### src/source/radio_regs_pkg.sv
//////////////////////////////
// Settings and readback register map, RX command opcodes
// and error counter width
//////////////////////////////

package radio_regs_pkg;

  // Settings bus addresses
  typedef enum logic [7:0] {
    SR_TIME_HI   = 8'd128,
    SR_TIME_LO   = 8'd129,
    SR_TIME_CTRL = 8'd130,
    SR_RX_CMD    = 8'd132
  } set_addr_e;

  // SR_TIME_CTRL bits
  localparam int TIME_CTRL_NOW_BIT = 0;
  localparam int TIME_CTRL_PPS_BIT = 1;

  // SR_RX_CMD fields
  localparam int RX_CMD_OP_LSB = 30;
  localparam int RX_CMD_CNT_W  = 24;

  // Also used as the RX command FSM states
  typedef enum logic [1:0] {
    RX_STOP      = 2'd0,
    RX_CONT      = 2'd1,
    RX_NUM_SAMPS = 2'd2
  } rx_cmd_e;

  typedef enum logic [7:0] {
    RB_VITA_TIME     = 8'd0,
    RB_VITA_LASTPPS  = 8'd1,
    RB_RX_OVERFLOWS  = 8'd2,
    RB_TX_UNDERFLOWS = 8'd3,
    RB_TX_LATE       = 8'd4
  } rb_addr_e;

  localparam int CNT_W = 32;

endpackage

### src/source/chdr_pkg.sv
//////////////////////////////
// Packet header layout, packet types and TX deframer states
//////////////////////////////

package chdr_pkg;

  // Header word fields, low 32 bits are zero
  localparam int HDR_TYPE_LSB     = 62;
  localparam int HDR_TYPE_W       = 2;
  localparam int HDR_HAS_TIME_BIT = 61;
  localparam int HDR_EOB_BIT      = 60;
  localparam int HDR_SEQ_LSB      = 48;
  localparam int HDR_SEQ_W        = 12;
  localparam int HDR_LEN_LSB      = 32;
  localparam int HDR_LEN_W        = 16;

  typedef enum logic [1:0] {
    PKT_DATA = 2'd0,
    PKT_CMD  = 2'd2,
    PKT_RESP = 2'd3
  } pkt_type_e;

  typedef enum logic [1:0] {
    TX_HDR,
    TX_TIME,
    TX_WAIT,
    TX_PLAY
  } tx_state_e;

endpackage

### src/source/radio_ctrl.sv
//////////////////////////////
// Settings decode, time load staging, RX command FSM,
// error counters and readback mux
//////////////////////////////

module radio_ctrl (
  input  logic        ce_clk,
  input  logic        i_rst,
  input  logic        i_set_stb,
  input  logic [7:0]  i_set_addr,
  input  logic [31:0] i_set_data,
  input  logic        i_rb_stb,
  input  logic [7:0]  i_rb_addr,
  output logic        o_rb_stb,
  output logic [63:0] o_rb_data,
  input  logic [63:0] i_vita_time,
  input  logic [63:0] i_vita_lastpps,
  input  logic        i_rx_stb,
  output logic        o_rx_enable,
  output logic        o_rx_last,
  input  logic        i_rx_overflow,
  input  logic        i_tx_underflow,
  input  logic        i_tx_late,
  output logic [63:0] o_time_value,
  output logic        o_load_now,
  output logic        o_load_pps
);

  logic wr_hi, wr_lo, wr_ctrl, wr_rx;
  logic [31:0] time_hi;
  logic [radio_regs_pkg::RX_CMD_CNT_W-1:0] rx_remaining;
  radio_regs_pkg::rx_cmd_e rx_state;
  logic [radio_regs_pkg::CNT_W-1:0] rx_overflows, tx_underflows, tx_late_cnt;

  always_comb begin
    wr_hi   = 1'b0;
    wr_lo   = 1'b0;
    wr_ctrl = 1'b0;
    wr_rx   = 1'b0;
    case (radio_regs_pkg::set_addr_e'(i_set_addr))
      radio_regs_pkg::SR_TIME_HI:   wr_hi   = i_set_stb;
      radio_regs_pkg::SR_TIME_LO:   wr_lo   = i_set_stb;
      radio_regs_pkg::SR_TIME_CTRL: wr_ctrl = i_set_stb;
      radio_regs_pkg::SR_RX_CMD:    wr_rx   = i_set_stb;
      default: ;
    endcase
  end

  //////////////////////////////
  // Time load staging
  //////////////////////////////
  // LO write completes the 64-bit value
  always_ff @(posedge ce_clk) begin
    if (wr_hi) time_hi <= i_set_data;
    if (wr_lo) o_time_value <= {time_hi, i_set_data};
  end

  always_ff @(posedge ce_clk) begin
    if (i_rst) begin
      o_load_now <= 1'b0;
      o_load_pps <= 1'b0;
    end else begin
      o_load_now <= wr_ctrl && i_set_data[radio_regs_pkg::TIME_CTRL_NOW_BIT];
      o_load_pps <= wr_ctrl && i_set_data[radio_regs_pkg::TIME_CTRL_PPS_BIT];
    end
  end

  //////////////////////////////
  // RX command FSM
  //////////////////////////////
  assign o_rx_enable = (rx_state != radio_regs_pkg::RX_STOP);
  assign o_rx_last = (rx_state == radio_regs_pkg::RX_NUM_SAMPS) && i_rx_stb
                     && (rx_remaining == radio_regs_pkg::RX_CMD_CNT_W'(1));

  always_ff @(posedge ce_clk) begin
    if (i_rst) begin
      rx_state     <= radio_regs_pkg::RX_STOP;
      rx_remaining <= '0;
    end else if (wr_rx) begin
      rx_remaining <= i_set_data[radio_regs_pkg::RX_CMD_CNT_W-1:0];
      case (radio_regs_pkg::rx_cmd_e'(i_set_data[radio_regs_pkg::RX_CMD_OP_LSB +: 2]))
        radio_regs_pkg::RX_CONT: rx_state <= radio_regs_pkg::RX_CONT;
        // A zero-length burst is ignored
        radio_regs_pkg::RX_NUM_SAMPS:
          rx_state <= (i_set_data[radio_regs_pkg::RX_CMD_CNT_W-1:0] == '0) ?
                      radio_regs_pkg::RX_STOP : radio_regs_pkg::RX_NUM_SAMPS;
        default: rx_state <= radio_regs_pkg::RX_STOP;
      endcase
    end else if (rx_state == radio_regs_pkg::RX_NUM_SAMPS && i_rx_stb) begin
      rx_remaining <= rx_remaining - 1'b1;
      if (o_rx_last) rx_state <= radio_regs_pkg::RX_STOP;
    end
  end

  //////////////////////////////
  // Error counters and readback
  //////////////////////////////
  always_ff @(posedge ce_clk) begin
    if (i_rst) begin
      rx_overflows  <= '0;
      tx_underflows <= '0;
      tx_late_cnt   <= '0;
    end else begin
      if (i_rx_overflow) rx_overflows <= rx_overflows + 1'b1;
      if (i_tx_underflow) tx_underflows <= tx_underflows + 1'b1;
      if (i_tx_late) tx_late_cnt <= tx_late_cnt + 1'b1;
    end
  end

  always_ff @(posedge ce_clk) begin
    if (i_rst) o_rb_stb <= 1'b0;
    else o_rb_stb <= i_rb_stb;
  end

  always_ff @(posedge ce_clk) begin
    case (radio_regs_pkg::rb_addr_e'(i_rb_addr))
      radio_regs_pkg::RB_VITA_TIME:     o_rb_data <= i_vita_time;
      radio_regs_pkg::RB_VITA_LASTPPS:  o_rb_data <= i_vita_lastpps;
      radio_regs_pkg::RB_RX_OVERFLOWS:  o_rb_data <= 64'(rx_overflows);
      radio_regs_pkg::RB_TX_UNDERFLOWS: o_rb_data <= 64'(tx_underflows);
      radio_regs_pkg::RB_TX_LATE:       o_rb_data <= 64'(tx_late_cnt);
      default:                          o_rb_data <= '0;
    endcase
  end

endmodule

### src/source/timekeeper.sv
//////////////////////////////
// 64-bit radio time with immediate and PPS-synchronous load
//////////////////////////////

module timekeeper (
  input  logic        ce_clk,
  input  logic        i_rst,
  input  logic        i_pps,
  input  logic        i_rx_stb,
  input  logic [63:0] i_time_value,
  input  logic        i_load_now,
  input  logic        i_load_pps,
  output logic [63:0] o_vita_time,
  output logic [63:0] o_vita_lastpps
);

  logic pps_d;
  logic pps_rise;
  logic armed;
  logic [63:0] time_next;

  assign pps_rise = i_pps && !pps_d;

  // Load-now wins over the sample strobe
  always_comb begin
    time_next = o_vita_time;
    if (i_load_now || (pps_rise && armed)) time_next = i_time_value;
    else if (i_rx_stb) time_next = o_vita_time + 64'd1;
  end

  always_ff @(posedge ce_clk) begin
    if (i_rst) begin
      pps_d          <= 1'b0;
      armed          <= 1'b0;
      o_vita_time    <= '0;
      o_vita_lastpps <= '0;
    end else begin
      pps_d       <= i_pps;
      o_vita_time <= time_next;
      if (pps_rise) begin
        o_vita_lastpps <= time_next;
        armed          <= 1'b0;
      end
      // Arming on the edge cycle waits for the next edge
      if (i_load_pps) armed <= 1'b1;
    end
  end

endmodule

### src/source/rx_framer.sv
//////////////////////////////
// RX sample packer with two ping-pong packet buffers
//////////////////////////////

module rx_framer #(
  parameter int SPP = 8
) (
  input  logic        ce_clk,
  input  logic        i_rst,
  input  logic [31:0] i_rx_sample,
  input  logic        i_rx_stb,
  input  logic        i_rx_enable,
  input  logic        i_rx_last,
  input  logic [63:0] i_vita_time,
  output logic [63:0] o_rx_tdata,
  output logic        o_rx_tlast,
  output logic        o_rx_tvalid,
  input  logic        i_rx_tready,
  output logic        o_rx_overflow
);

  localparam int CW = $clog2(SPP + 1);
  localparam int SW = $clog2(SPP);
  localparam int WW = $clog2(SPP / 2 + 3);

  logic [31:0] buf_mem [2][SPP];
  logic [63:0] buf_time [2];
  logic [CW-1:0] buf_cnt [2];
  logic [1:0] buf_eob, buf_full;
  logic fill_sel, send_sel;
  logic [CW-1:0] fill_cnt;
  logic accept, closing, xfer;
  logic [WW-1:0] word_idx, last_word;
  logic [SW-1:0] samp_idx;
  logic [chdr_pkg::HDR_SEQ_W-1:0] seq_num;
  logic [chdr_pkg::HDR_LEN_W-1:0] pkt_len;
  logic [63:0] hdr_word;

  // Fill side
  assign accept  = i_rx_stb && i_rx_enable && !buf_full[fill_sel];
  assign closing = accept && (fill_cnt == CW'(SPP - 1) || i_rx_last);

  always_ff @(posedge ce_clk) begin
    if (accept) begin
      buf_mem[fill_sel][fill_cnt[SW-1:0]] <= i_rx_sample;
      if (fill_cnt == '0) buf_time[fill_sel] <= i_vita_time;
    end
    if (closing) begin
      buf_cnt[fill_sel] <= fill_cnt + 1'b1;
      buf_eob[fill_sel] <= i_rx_last;
    end
  end

  //////////////////////////////
  // Send side
  //////////////////////////////
  assign o_rx_tvalid = buf_full[send_sel];
  assign o_rx_tlast  = (word_idx == last_word);
  assign xfer        = o_rx_tvalid && i_rx_tready;

  always_comb begin
    // Header, time word, then two samples per word
    pkt_len   = chdr_pkg::HDR_LEN_W'((2 + (buf_cnt[send_sel] + 1) / 2) * 8);
    last_word = WW'(1 + (buf_cnt[send_sel] + 1) / 2);
    samp_idx  = SW'((word_idx - 2) * 2);

    hdr_word = '0;
    hdr_word[chdr_pkg::HDR_TYPE_LSB +: chdr_pkg::HDR_TYPE_W] = chdr_pkg::PKT_DATA;
    hdr_word[chdr_pkg::HDR_HAS_TIME_BIT] = 1'b1;
    hdr_word[chdr_pkg::HDR_EOB_BIT] = buf_eob[send_sel];
    hdr_word[chdr_pkg::HDR_SEQ_LSB +: chdr_pkg::HDR_SEQ_W] = seq_num;
    hdr_word[chdr_pkg::HDR_LEN_LSB +: chdr_pkg::HDR_LEN_W] = pkt_len;

    if (word_idx == '0) begin
      o_rx_tdata = hdr_word;
    end else if (word_idx == WW'(1)) begin
      o_rx_tdata = buf_time[send_sel];
    end else begin
      o_rx_tdata[63:32] = buf_mem[send_sel][samp_idx];
      // Odd final sample leaves the low half empty
      o_rx_tdata[31:0] = (samp_idx + 1 < buf_cnt[send_sel]) ?
                         buf_mem[send_sel][SW'(samp_idx + 1)] : '0;
    end
  end

  always_ff @(posedge ce_clk) begin
    if (i_rst) begin
      buf_full      <= '0;
      fill_sel      <= 1'b0;
      send_sel      <= 1'b0;
      fill_cnt      <= '0;
      word_idx      <= '0;
      seq_num       <= '0;
      o_rx_overflow <= 1'b0;
    end else begin
      o_rx_overflow <= i_rx_stb && i_rx_enable && buf_full[fill_sel];
      if (closing) begin
        buf_full[fill_sel] <= 1'b1;
        fill_sel <= ~fill_sel;
        fill_cnt <= '0;
      end else if (accept) begin
        fill_cnt <= fill_cnt + 1'b1;
      end
      if (xfer && o_rx_tlast) begin
        buf_full[send_sel] <= 1'b0;
        send_sel <= ~send_sel;
        word_idx <= '0;
        seq_num  <= seq_num + 1'b1;
      end else if (xfer) begin
        word_idx <= word_idx + 1'b1;
      end
    end
  end

endmodule

### src/source/tx_deframer.sv
//////////////////////////////
// TX packet parser with timed start and strobed sample playout
//////////////////////////////

module tx_deframer (
  input  logic        ce_clk,
  input  logic        i_rst,
  input  logic [63:0] i_tx_tdata,
  input  logic        i_tx_tlast,
  input  logic        i_tx_tvalid,
  output logic        o_tx_tready,
  input  logic        i_tx_stb,
  input  logic [63:0] i_vita_time,
  output logic [31:0] o_tx_sample,
  output logic        o_tx_underflow,
  output logic        o_tx_late
);

  chdr_pkg::tx_state_e state;
  logic [63:0] hold_data;
  logic hold_valid, hold_last, hold_valid_next;
  logic [63:0] pkt_time;
  logic pkt_eob;
  logic half_sel;
  logic burst_open;
  logic play_now, consume;

  // One-word holding stage, ready only while it is empty
  always_comb begin
    play_now = i_tx_stb && hold_valid &&
               (state == chdr_pkg::TX_PLAY ||
                (state == chdr_pkg::TX_WAIT && i_vita_time >= pkt_time));
    case (state)
      chdr_pkg::TX_HDR, chdr_pkg::TX_TIME: consume = hold_valid;
      default: consume = play_now && half_sel;
    endcase
    hold_valid_next = (hold_valid && !consume) || (o_tx_tready && i_tx_tvalid);
  end

  always_ff @(posedge ce_clk) begin
    if (i_rst) begin
      hold_valid  <= 1'b0;
      o_tx_tready <= 1'b0;
    end else begin
      hold_valid  <= hold_valid_next;
      o_tx_tready <= !hold_valid_next;
    end
  end

  always_ff @(posedge ce_clk) begin
    if (o_tx_tready && i_tx_tvalid) begin
      hold_data <= i_tx_tdata;
      hold_last <= i_tx_tlast;
    end
  end

  //////////////////////////////
  // Packet FSM and playout
  //////////////////////////////
  always_ff @(posedge ce_clk) begin
    if (i_rst) begin
      state          <= chdr_pkg::TX_HDR;
      pkt_eob        <= 1'b0;
      half_sel       <= 1'b0;
      burst_open     <= 1'b0;
      o_tx_sample    <= '0;
      o_tx_underflow <= 1'b0;
      o_tx_late      <= 1'b0;
    end else begin
      o_tx_underflow <= 1'b0;
      o_tx_late      <= 1'b0;
      // Strobe with nothing to play
      if (i_tx_stb && !play_now) begin
        o_tx_sample    <= '0;
        o_tx_underflow <= burst_open;
      end
      case (state)
        chdr_pkg::TX_HDR: begin
          if (hold_valid) begin
            pkt_eob  <= hold_data[chdr_pkg::HDR_EOB_BIT];
            half_sel <= 1'b0;
            if (!hold_last)
              state <= hold_data[chdr_pkg::HDR_HAS_TIME_BIT] ?
                       chdr_pkg::TX_TIME : chdr_pkg::TX_PLAY;
          end
        end
        chdr_pkg::TX_TIME: begin
          if (hold_valid) begin
            pkt_time <= hold_data;
            if (i_vita_time > hold_data) begin
              o_tx_late <= 1'b1;
              state     <= chdr_pkg::TX_PLAY;
            end else begin
              state <= chdr_pkg::TX_WAIT;
            end
          end
        end
        default: begin
          if (play_now) begin
            o_tx_sample <= half_sel ? hold_data[31:0] : hold_data[63:32];
            half_sel    <= !half_sel;
            burst_open  <= 1'b1;
            state       <= chdr_pkg::TX_PLAY;
            if (half_sel && hold_last) begin
              state      <= chdr_pkg::TX_HDR;
              burst_open <= !pkt_eob;
            end
          end
        end
      endcase
    end
  end

endmodule

### src/source/radio_block.sv
//////////////////////////////
// Radio block top: control, timekeeper, RX framer, TX deframer
//////////////////////////////

module radio_block #(
  parameter int SPP = 8
) (
  input  logic        ce_clk,
  input  logic        i_rst,
  // Settings and readback
  input  logic        i_set_stb,
  input  logic [7:0]  i_set_addr,
  input  logic [31:0] i_set_data,
  input  logic        i_rb_stb,
  input  logic [7:0]  i_rb_addr,
  output logic        o_rb_stb,
  output logic [63:0] o_rb_data,
  // Radio front end
  input  logic        i_pps,
  input  logic [31:0] i_rx_sample,
  input  logic        i_rx_stb,
  input  logic        i_tx_stb,
  output logic [31:0] o_tx_sample,
  // Sample streams
  output logic [63:0] o_rx_tdata,
  output logic        o_rx_tlast,
  output logic        o_rx_tvalid,
  input  logic        i_rx_tready,
  input  logic [63:0] i_tx_tdata,
  input  logic        i_tx_tlast,
  input  logic        i_tx_tvalid,
  output logic        o_tx_tready
);

  logic [63:0] vita_time, vita_lastpps, time_value;
  logic load_now, load_pps;
  logic rx_enable, rx_last, rx_overflow;
  logic tx_underflow, tx_late;

  radio_ctrl radio_ctrl (
    .ce_clk(ce_clk), .i_rst(i_rst),
    .i_set_stb(i_set_stb), .i_set_addr(i_set_addr), .i_set_data(i_set_data),
    .i_rb_stb(i_rb_stb), .i_rb_addr(i_rb_addr), .o_rb_stb(o_rb_stb), .o_rb_data(o_rb_data),
    .i_vita_time(vita_time), .i_vita_lastpps(vita_lastpps),
    .i_rx_stb(i_rx_stb), .o_rx_enable(rx_enable), .o_rx_last(rx_last),
    .i_rx_overflow(rx_overflow), .i_tx_underflow(tx_underflow), .i_tx_late(tx_late),
    .o_time_value(time_value), .o_load_now(load_now), .o_load_pps(load_pps));

  timekeeper timekeeper (
    .ce_clk(ce_clk), .i_rst(i_rst), .i_pps(i_pps), .i_rx_stb(i_rx_stb),
    .i_time_value(time_value), .i_load_now(load_now), .i_load_pps(load_pps),
    .o_vita_time(vita_time), .o_vita_lastpps(vita_lastpps));

  rx_framer #(
    .SPP(SPP))
  rx_framer (
    .ce_clk(ce_clk), .i_rst(i_rst),
    .i_rx_sample(i_rx_sample), .i_rx_stb(i_rx_stb),
    .i_rx_enable(rx_enable), .i_rx_last(rx_last), .i_vita_time(vita_time),
    .o_rx_tdata(o_rx_tdata), .o_rx_tlast(o_rx_tlast),
    .o_rx_tvalid(o_rx_tvalid), .i_rx_tready(i_rx_tready),
    .o_rx_overflow(rx_overflow));

  tx_deframer tx_deframer (
    .ce_clk(ce_clk), .i_rst(i_rst),
    .i_tx_tdata(i_tx_tdata), .i_tx_tlast(i_tx_tlast),
    .i_tx_tvalid(i_tx_tvalid), .o_tx_tready(o_tx_tready),
    .i_tx_stb(i_tx_stb), .i_vita_time(vita_time), .o_tx_sample(o_tx_sample),
    .o_tx_underflow(tx_underflow), .o_tx_late(tx_late));

endmodule

### config.mk
export PLATFORM = sky130hd
export DESIGN_NAME = radio_block
export DESIGN_NICKNAME = d
export VERILOG_FILES = /design/src/source/radio_regs_pkg.sv /design/src/source/chdr_pkg.sv /design/src/source/radio_ctrl.sv /design/src/source/timekeeper.sv /design/src/source/rx_framer.sv /design/src/source/tx_deframer.sv /design/src/source/radio_block.sv
export SDC_FILE = /design/constraint.sdc
export NUM_CORES = 2
export LEC_CHECK = 0
export BUFFER_PORTS_ARGS = -buffer_cell sky130_fd_sc_hd__buf_4
export CELL_PAD_IN_SITES_DETAIL_PLACEMENT = 1
export CELL_PAD_IN_SITES_GLOBAL_PLACEMENT = 1
export CORE_ASPECT_RATIO = 1.2
export CORE_MARGIN = 5
export CORE_UTILIZATION = 42
export CTS_BUF_LIST = sky130_fd_sc_hd__clkbuf_16
export CTS_CLUSTER_SIZE = 20
export DETAILED_ROUTE_END_ITERATION = 8
export PLACE_DENSITY_LB_ADDON = 0.1
export SLEW_MARGIN = 20
export SYNTH_ARGS = -nofsm -noshare
export SYNTH_HDL_FRONTEND = slang
export SYNTH_SLANG_ARGS = --single-unit
### constraint.sdc
create_clock -name ce_clk -period 15.8 [get_ports ce_clk]
set_clock_uncertainty 0.05 [all_clocks]
set_input_delay 0 -clock ce_clk [delete_from_list [all_inputs] [get_ports ce_clk]]
set_output_delay 0 -clock ce_clk [all_outputs]
set_load 0.01 [all_outputs]
======== Yosys cells after proc, flatten, opt, wreduce, memory -nomap -nowiden ========
Memory sizes are Yosys's and may differ from the RTL's. A register that Yosys moved wholly into a read port is not among the register bits.
Cells that the tools add are included.
word-level totals
  bits in registers ....................... 611
  bits in writable memories ............... 648
  output and inout port bits .............. 164
  word-level logic and storage cells ...... 224
  memories kept ........................... 3
operators by class
  $add $sub $neg .......................... 13
  $lt $le $gt $ge ......................... 11
  equal/unequal tests ..................... 21
  multiplexer cells ....................... 72
  bitwise gates (word level) .............. 13
  reductions and logical operators ........ 56
memories
  name                depth  width  rd ports  clocked after Yosys merged registers in  write ports  line             RTL
  rx_framer.buf_mem   2      256    1         1                                        1            rx_framer.sv:26  logic [31:0] buf_mem [2][SPP];
  rx_framer.buf_time  2      64     1         1                                        1            rx_framer.sv:27  logic [63:0] buf_time [2];
  rx_framer.buf_cnt   2      4      1         1                                        1            rx_framer.sv:28  logic [CW-1:0] buf_cnt [2];
operators by type and width
  kind                   number
  $mux 32                10
  $pmux 64 s5            1
  $mux 256               1
  $mux 64                4
  $bmux 32 s3            2
  $add 32x1->32 const B  3
  $demux 32 s3           1
  $add 64x1->64 const B  1
  $ge 64x64->1           1
  $gt 64x64->1           1
  $mux 24                2
  $eq 8x8->1 const B     4
  $lt 32x4->1            1
  $mux 1                 32
  $mux 2                 13
  $eq 24x1->1 const B    1
  $logic_not 24->1       1
  $sub 24x1->24 const B  1
  $logic_and 1x1->1      23
  $eq 8x2->1 const B     2
  $add 12x1->12 const B  1
  $ge 4x4->1 const B     3
  $not 3->4              3
  $reduce_bool 2->1      5
  39 further kinds       69

======== Logic depth before layout (Yosys ltp) ========
  depth in word-level cells ............... 10
  mapped depth ............................ 16
  gate-level depth less buffers ........... 10

======== By module ========
A second synthesis with hierarchy kept.
unflattened totals
  cells, all modules ...................... 4145
  area total of the unflattened synthesis .. 53730.3 µm²
by module, submodules not included
  module       times used  cells an instance  area each (µm²)
  rx_framer    1           1428               26543.0
  radio_ctrl   1           1078               11815.1
  tx_deframer  1           845                9021.2
  timekeeper   1           794                6351.1

======== Worst setup path after synthesis ========
OpenSTA, ideal clock, no wires.
  kind .................................... input to register
  from .................................... in i_set_addr[3]
  to ...................................... reg radio_ctrl.o_time_value[0], enable pin
  setup time .............................. 665 ps
  arrival time ............................ 7056 ps
  slack ................................... 8029 ps
  cell stages on the path ................. 3
  cells stage by stage .................... nor4_1 -> nand3_1 -> nor4b_1
on the way
  cells in the longest elaborated chain, start to end .. 2
RTL lines
  what                  line               RTL
  start, declared       radio_block.sv:12  input logic [7:0] i_set_addr,
  $eq 8x8->1            radio_ctrl.sv:40   case (radio_regs_pkg::set_addr_e'(i_set_addr))
  $mux 1                radio_ctrl.sv:40
  net radio_ctrl.wr_lo  radio_ctrl.sv:29   logic wr_hi, wr_lo, wr_ctrl, wr_rx;
  end signal, assigned  radio_ctrl.sv:55   if (wr_lo) o_time_value <= {time_hi, i_set_data};
  end, declared         radio_ctrl.sv:24   output logic [63:0] o_time_value,
The timed path passes the listed nets, and every way through them passes these cells.
A chain may end at the register's enable or synchronous reset.

==> impl_metrics.toml <==
[yosys]
ys_top_cells_by_count = "edfxtp_1 (875), dfxtp_1 (385), nor2_1 (347), nand2_1 (302), a21oi_1 (185)"
yosysUniqueCellTypes = 67
yosysMostFrequentCell = "edfxtp_1"
async_flop_share_pct = 0
synth.top_cell.area_share_pct = 49.91
yosysWarningCount = 0
synthFlopType = "edfxtp_1"
synth_edf_count = 875
yosysSeqAreaShare_pct = 64.55
syn_area_um2 = 52650
netlist_top_cells_area = "edfxtp_1 (50%), dfxtp_1 (15%), mux4_2 (5.5%)"
synth_seq_cells = 1260
avgSynthCellArea_um2 = 13.13
yosys.area.top_type = "edfxtp_1"
synth_fp_nets = 4309
netlist_instances = 4009

[pwr]
peakVddDrop_mv = 0.08366
p_leak_nw = 22.73
p_per_area_nw_per_um2 = 106.6

[route]
dr.pass1.iters = 7
drt-total-wl_mm = 173.0
vias = 35550
drcViolationCount = 0
drt_first_iter_violations = 2701
ant_nets = 0
avgViaCountPerCell = 5.591
wl_per_cell_um = 27.21

[cts]
cts.sinks = 1260
postCtsSetupBuffers = 0
numCtsBuffers = 135
h-tree-depth = 4
clock_latency_ns = 0.77
ctsResizeCount = 0
cts_tree = "done"
cts-root-buf = "clkbuf_16"
path_clk_slew_ns = 0.06
cts.path.max_buffers = 3
ctsHoldBuffers = 249

[die]
die_area_um2 = 132600
die_h_um = 397.8
rows = 142
core_um2 = 124700
initial_utilization_pct = 42.21
boundaryPins = 318
die_w_um = 333.2

[sta]
setup_tns_ns = 0
tightest_slew_ns = 1.060
layout_worst_path_cycle_share_pct = 33.41
setup_slack_ns = 10.52
fmax_mhz = 189.5
slew_headroom_pct = 29.30
finalSetupViolCount = 0
period_minus_slack_ns = 5.278
holdWs_ns = 0.05570
hold_viol = 0
rsz0062_at_grt = "no"
slew_viol_final = 0

[setup_path]
crit_chain = "buf_4 -> buf_4 -> buf_4 -> mux4_2 -> mux2i_1 -> nor3_1 -> a21oi_1 -> nor2_1 -> buf_4"
slowest_stage = "buf_4"
critical_path_buf_inv_count = 4
crit_type = "flip-flop to primary output"
slowest_delay_ns = 0.87
crit_required_ns = 15.75
crit_family = "buffers and inverters"
cp-start-kind = "flip-flop"
critPathMaxFanout = 57
worst_path_most_repeated_cell = "buf_4"
cp-end-kind = "primary output"
cp.arrival_ns = 5.23

[layout]
finalNonFillerCells = 6359
fillers = 12560
utilization_pct = 51.28
drive_above_1_share_pct = 17.91
nNetsFinal = 4890
areaGrowthSynthToFinish_pct = 21.47

[hold_path]
hold_class = "input port to flip-flop"

[grt]
grt_max_degree = 90
grt_usage_pct = 25.70
antenna_found_initial = 6
grt_overflow = 0
grt_pass1_vias = 36950
grt_pass1_wl_mm = 251.4

[place]
place_ws_ns = 11.13
post-place-cells = 5860
port_buffers = 317
dp_hpwl_mm = 118.3
gp_congestion = 0.8305

[status]
outcome = "finished clean"

[job]
drv_cap = 0
-- state kept, by name (all words and copies together), names as in the netlist, 3 cells and up, named ones only --
register / cells
rx_framer.buf_mem: 512
rx_framer.buf_time: 128
radio_ctrl.o_rb_data: 64
radio_ctrl.o_time_value: 64
timekeeper.o_vita_lastpps: 64
timekeeper.o_vita_time: 64
tx_deframer.hold_data: 64
tx_deframer.pkt_time: 64
radio_ctrl.rx_overflows: 32
radio_ctrl.time_hi: 32
radio_ctrl.tx_late_cnt: 32
radio_ctrl.tx_underflows: 32
tx_deframer.o_tx_sample: 32
radio_ctrl.rx_remaining: 24
rx_framer.seq_num: 12
rx_framer.buf_cnt: 8
rx_framer.fill_cnt: 4
rx_framer.word_idx: 3
-- final cells by class --
cell class / count / area, µm² / area share (%)
diodes: 1 / 2.502 / 0.003913
clock buffers: 143 / 3578 / 5.595
clock inverters: 106 / 729.5 / 1.141
inverters: 166 / 623.1 / 0.9743
multi-input cells: 2371 / 17400 / 27.21
flip-flops and latches: 1260 / 33990 / 53.15
well taps: 1656 / 2072 / 3.240
repair buffers: 656 / 5555 / 8.686
-- where the power goes --
group	internal, W	leakage [nW]	switching (W)
clock	0.00177	2.23	0.00133
sequential	0.00353	10.8	0.0000110
combinational	0.0000795	9.68	0.000108
total	0.00537	22.7	0.00145
-- per-stage QoR --
step	total power, W	instance area (µm²)
floorplan	0.003650	52650
global placement	0.003745	57140
detailed placement	0.003747	57150
CTS	0.006881	63950
global route	0.007044	63950
finish	0.006818	63950
-- cell usage in the layout (no fill, tap or decap), types with 10 or more instances in the layout --
cell,n
a211o_1,10
a211oi_1,70
a21oi_1,184
a221o_1,32
a22o_1,33
a22oi_1,34
a311oi_1,23
and3_1,30
and4_1,14
buf_4,406
clkbuf_16,143
clkinv_1,29
clkinv_2,12
dfxtp_1,381
dlygate4sd3_1,249
edfxtp_1,875
ha_1,146
inv_1,202
mux2_2,62
mux2i_1,72
mux4_2,128
nand2_1,302
nand2b_1,44
nand3_1,116
nand4_1,68
nor2_1,341
nor2b_1,26
nor3_1,83
nor3_2,15
nor4_1,34
o21ai_0,174
or3_1,28
xnor2_1,84
xor2_1,97
-- path summary, 6_finish.rpt --
path / startpoint / endpoint / slack, ns / cells past startpoint
max reg2reg: timekeeper.o_vita_time[0] / timekeeper.o_vita_lastpps[56] / 11.86 / 8
min reg2reg: radio_ctrl.time_hi[17] / radio_ctrl.o_time_value[49] / 0.37 / 0
min: i_rb_addr[2] / radio_ctrl.o_rb_data[7] / 0.06 / 5
max: flip-flop / o_rx_tdata[9] / 10.52 / 9
-- layer usage --
| metal | track usage [%] | vias up | wire length, µm | part of all wire (%) |
|---|---|---|---|---|
| li1 | - | 16080 | - | - |
| met5 | 0 | - | 27 | 0.016 |
| met1 | 31.68 | 18300 | 69330 | 40 |
| met3 | 3.328 | 252 | 7393 | 4.3 |
| met4 | 9.868 | 4 | 6762 | 3.9 |
| met2 | 46.13 | 920 | 89490 | 52 |
-- tightest hold or removal path, stage by stage --
cell and delay, ns:
buf_4 0.11, nand2_1 0.06, nor3_2 0.04, buf_4 0.25
a221o_1 0.34
-- logic make-up (layout without fill, tap and decap cells) --
logic type,count (synthesis),in the layout,synth area share [%]
AND/OR/NAND/NOR,1163,1163,10.58
adder cells (fa/ha/maj),146,146,3.470
multiplexers,262,262,8.171
other,0,1,0
buffers and inverters,378,1071,2.747
flip-flops,1260,1260,64.55
AO/OA/AOI/OAI,618,618,7.431
XOR/XNOR,182,182,3.054
Note: power is estimated with default switching activity, not from simulation.
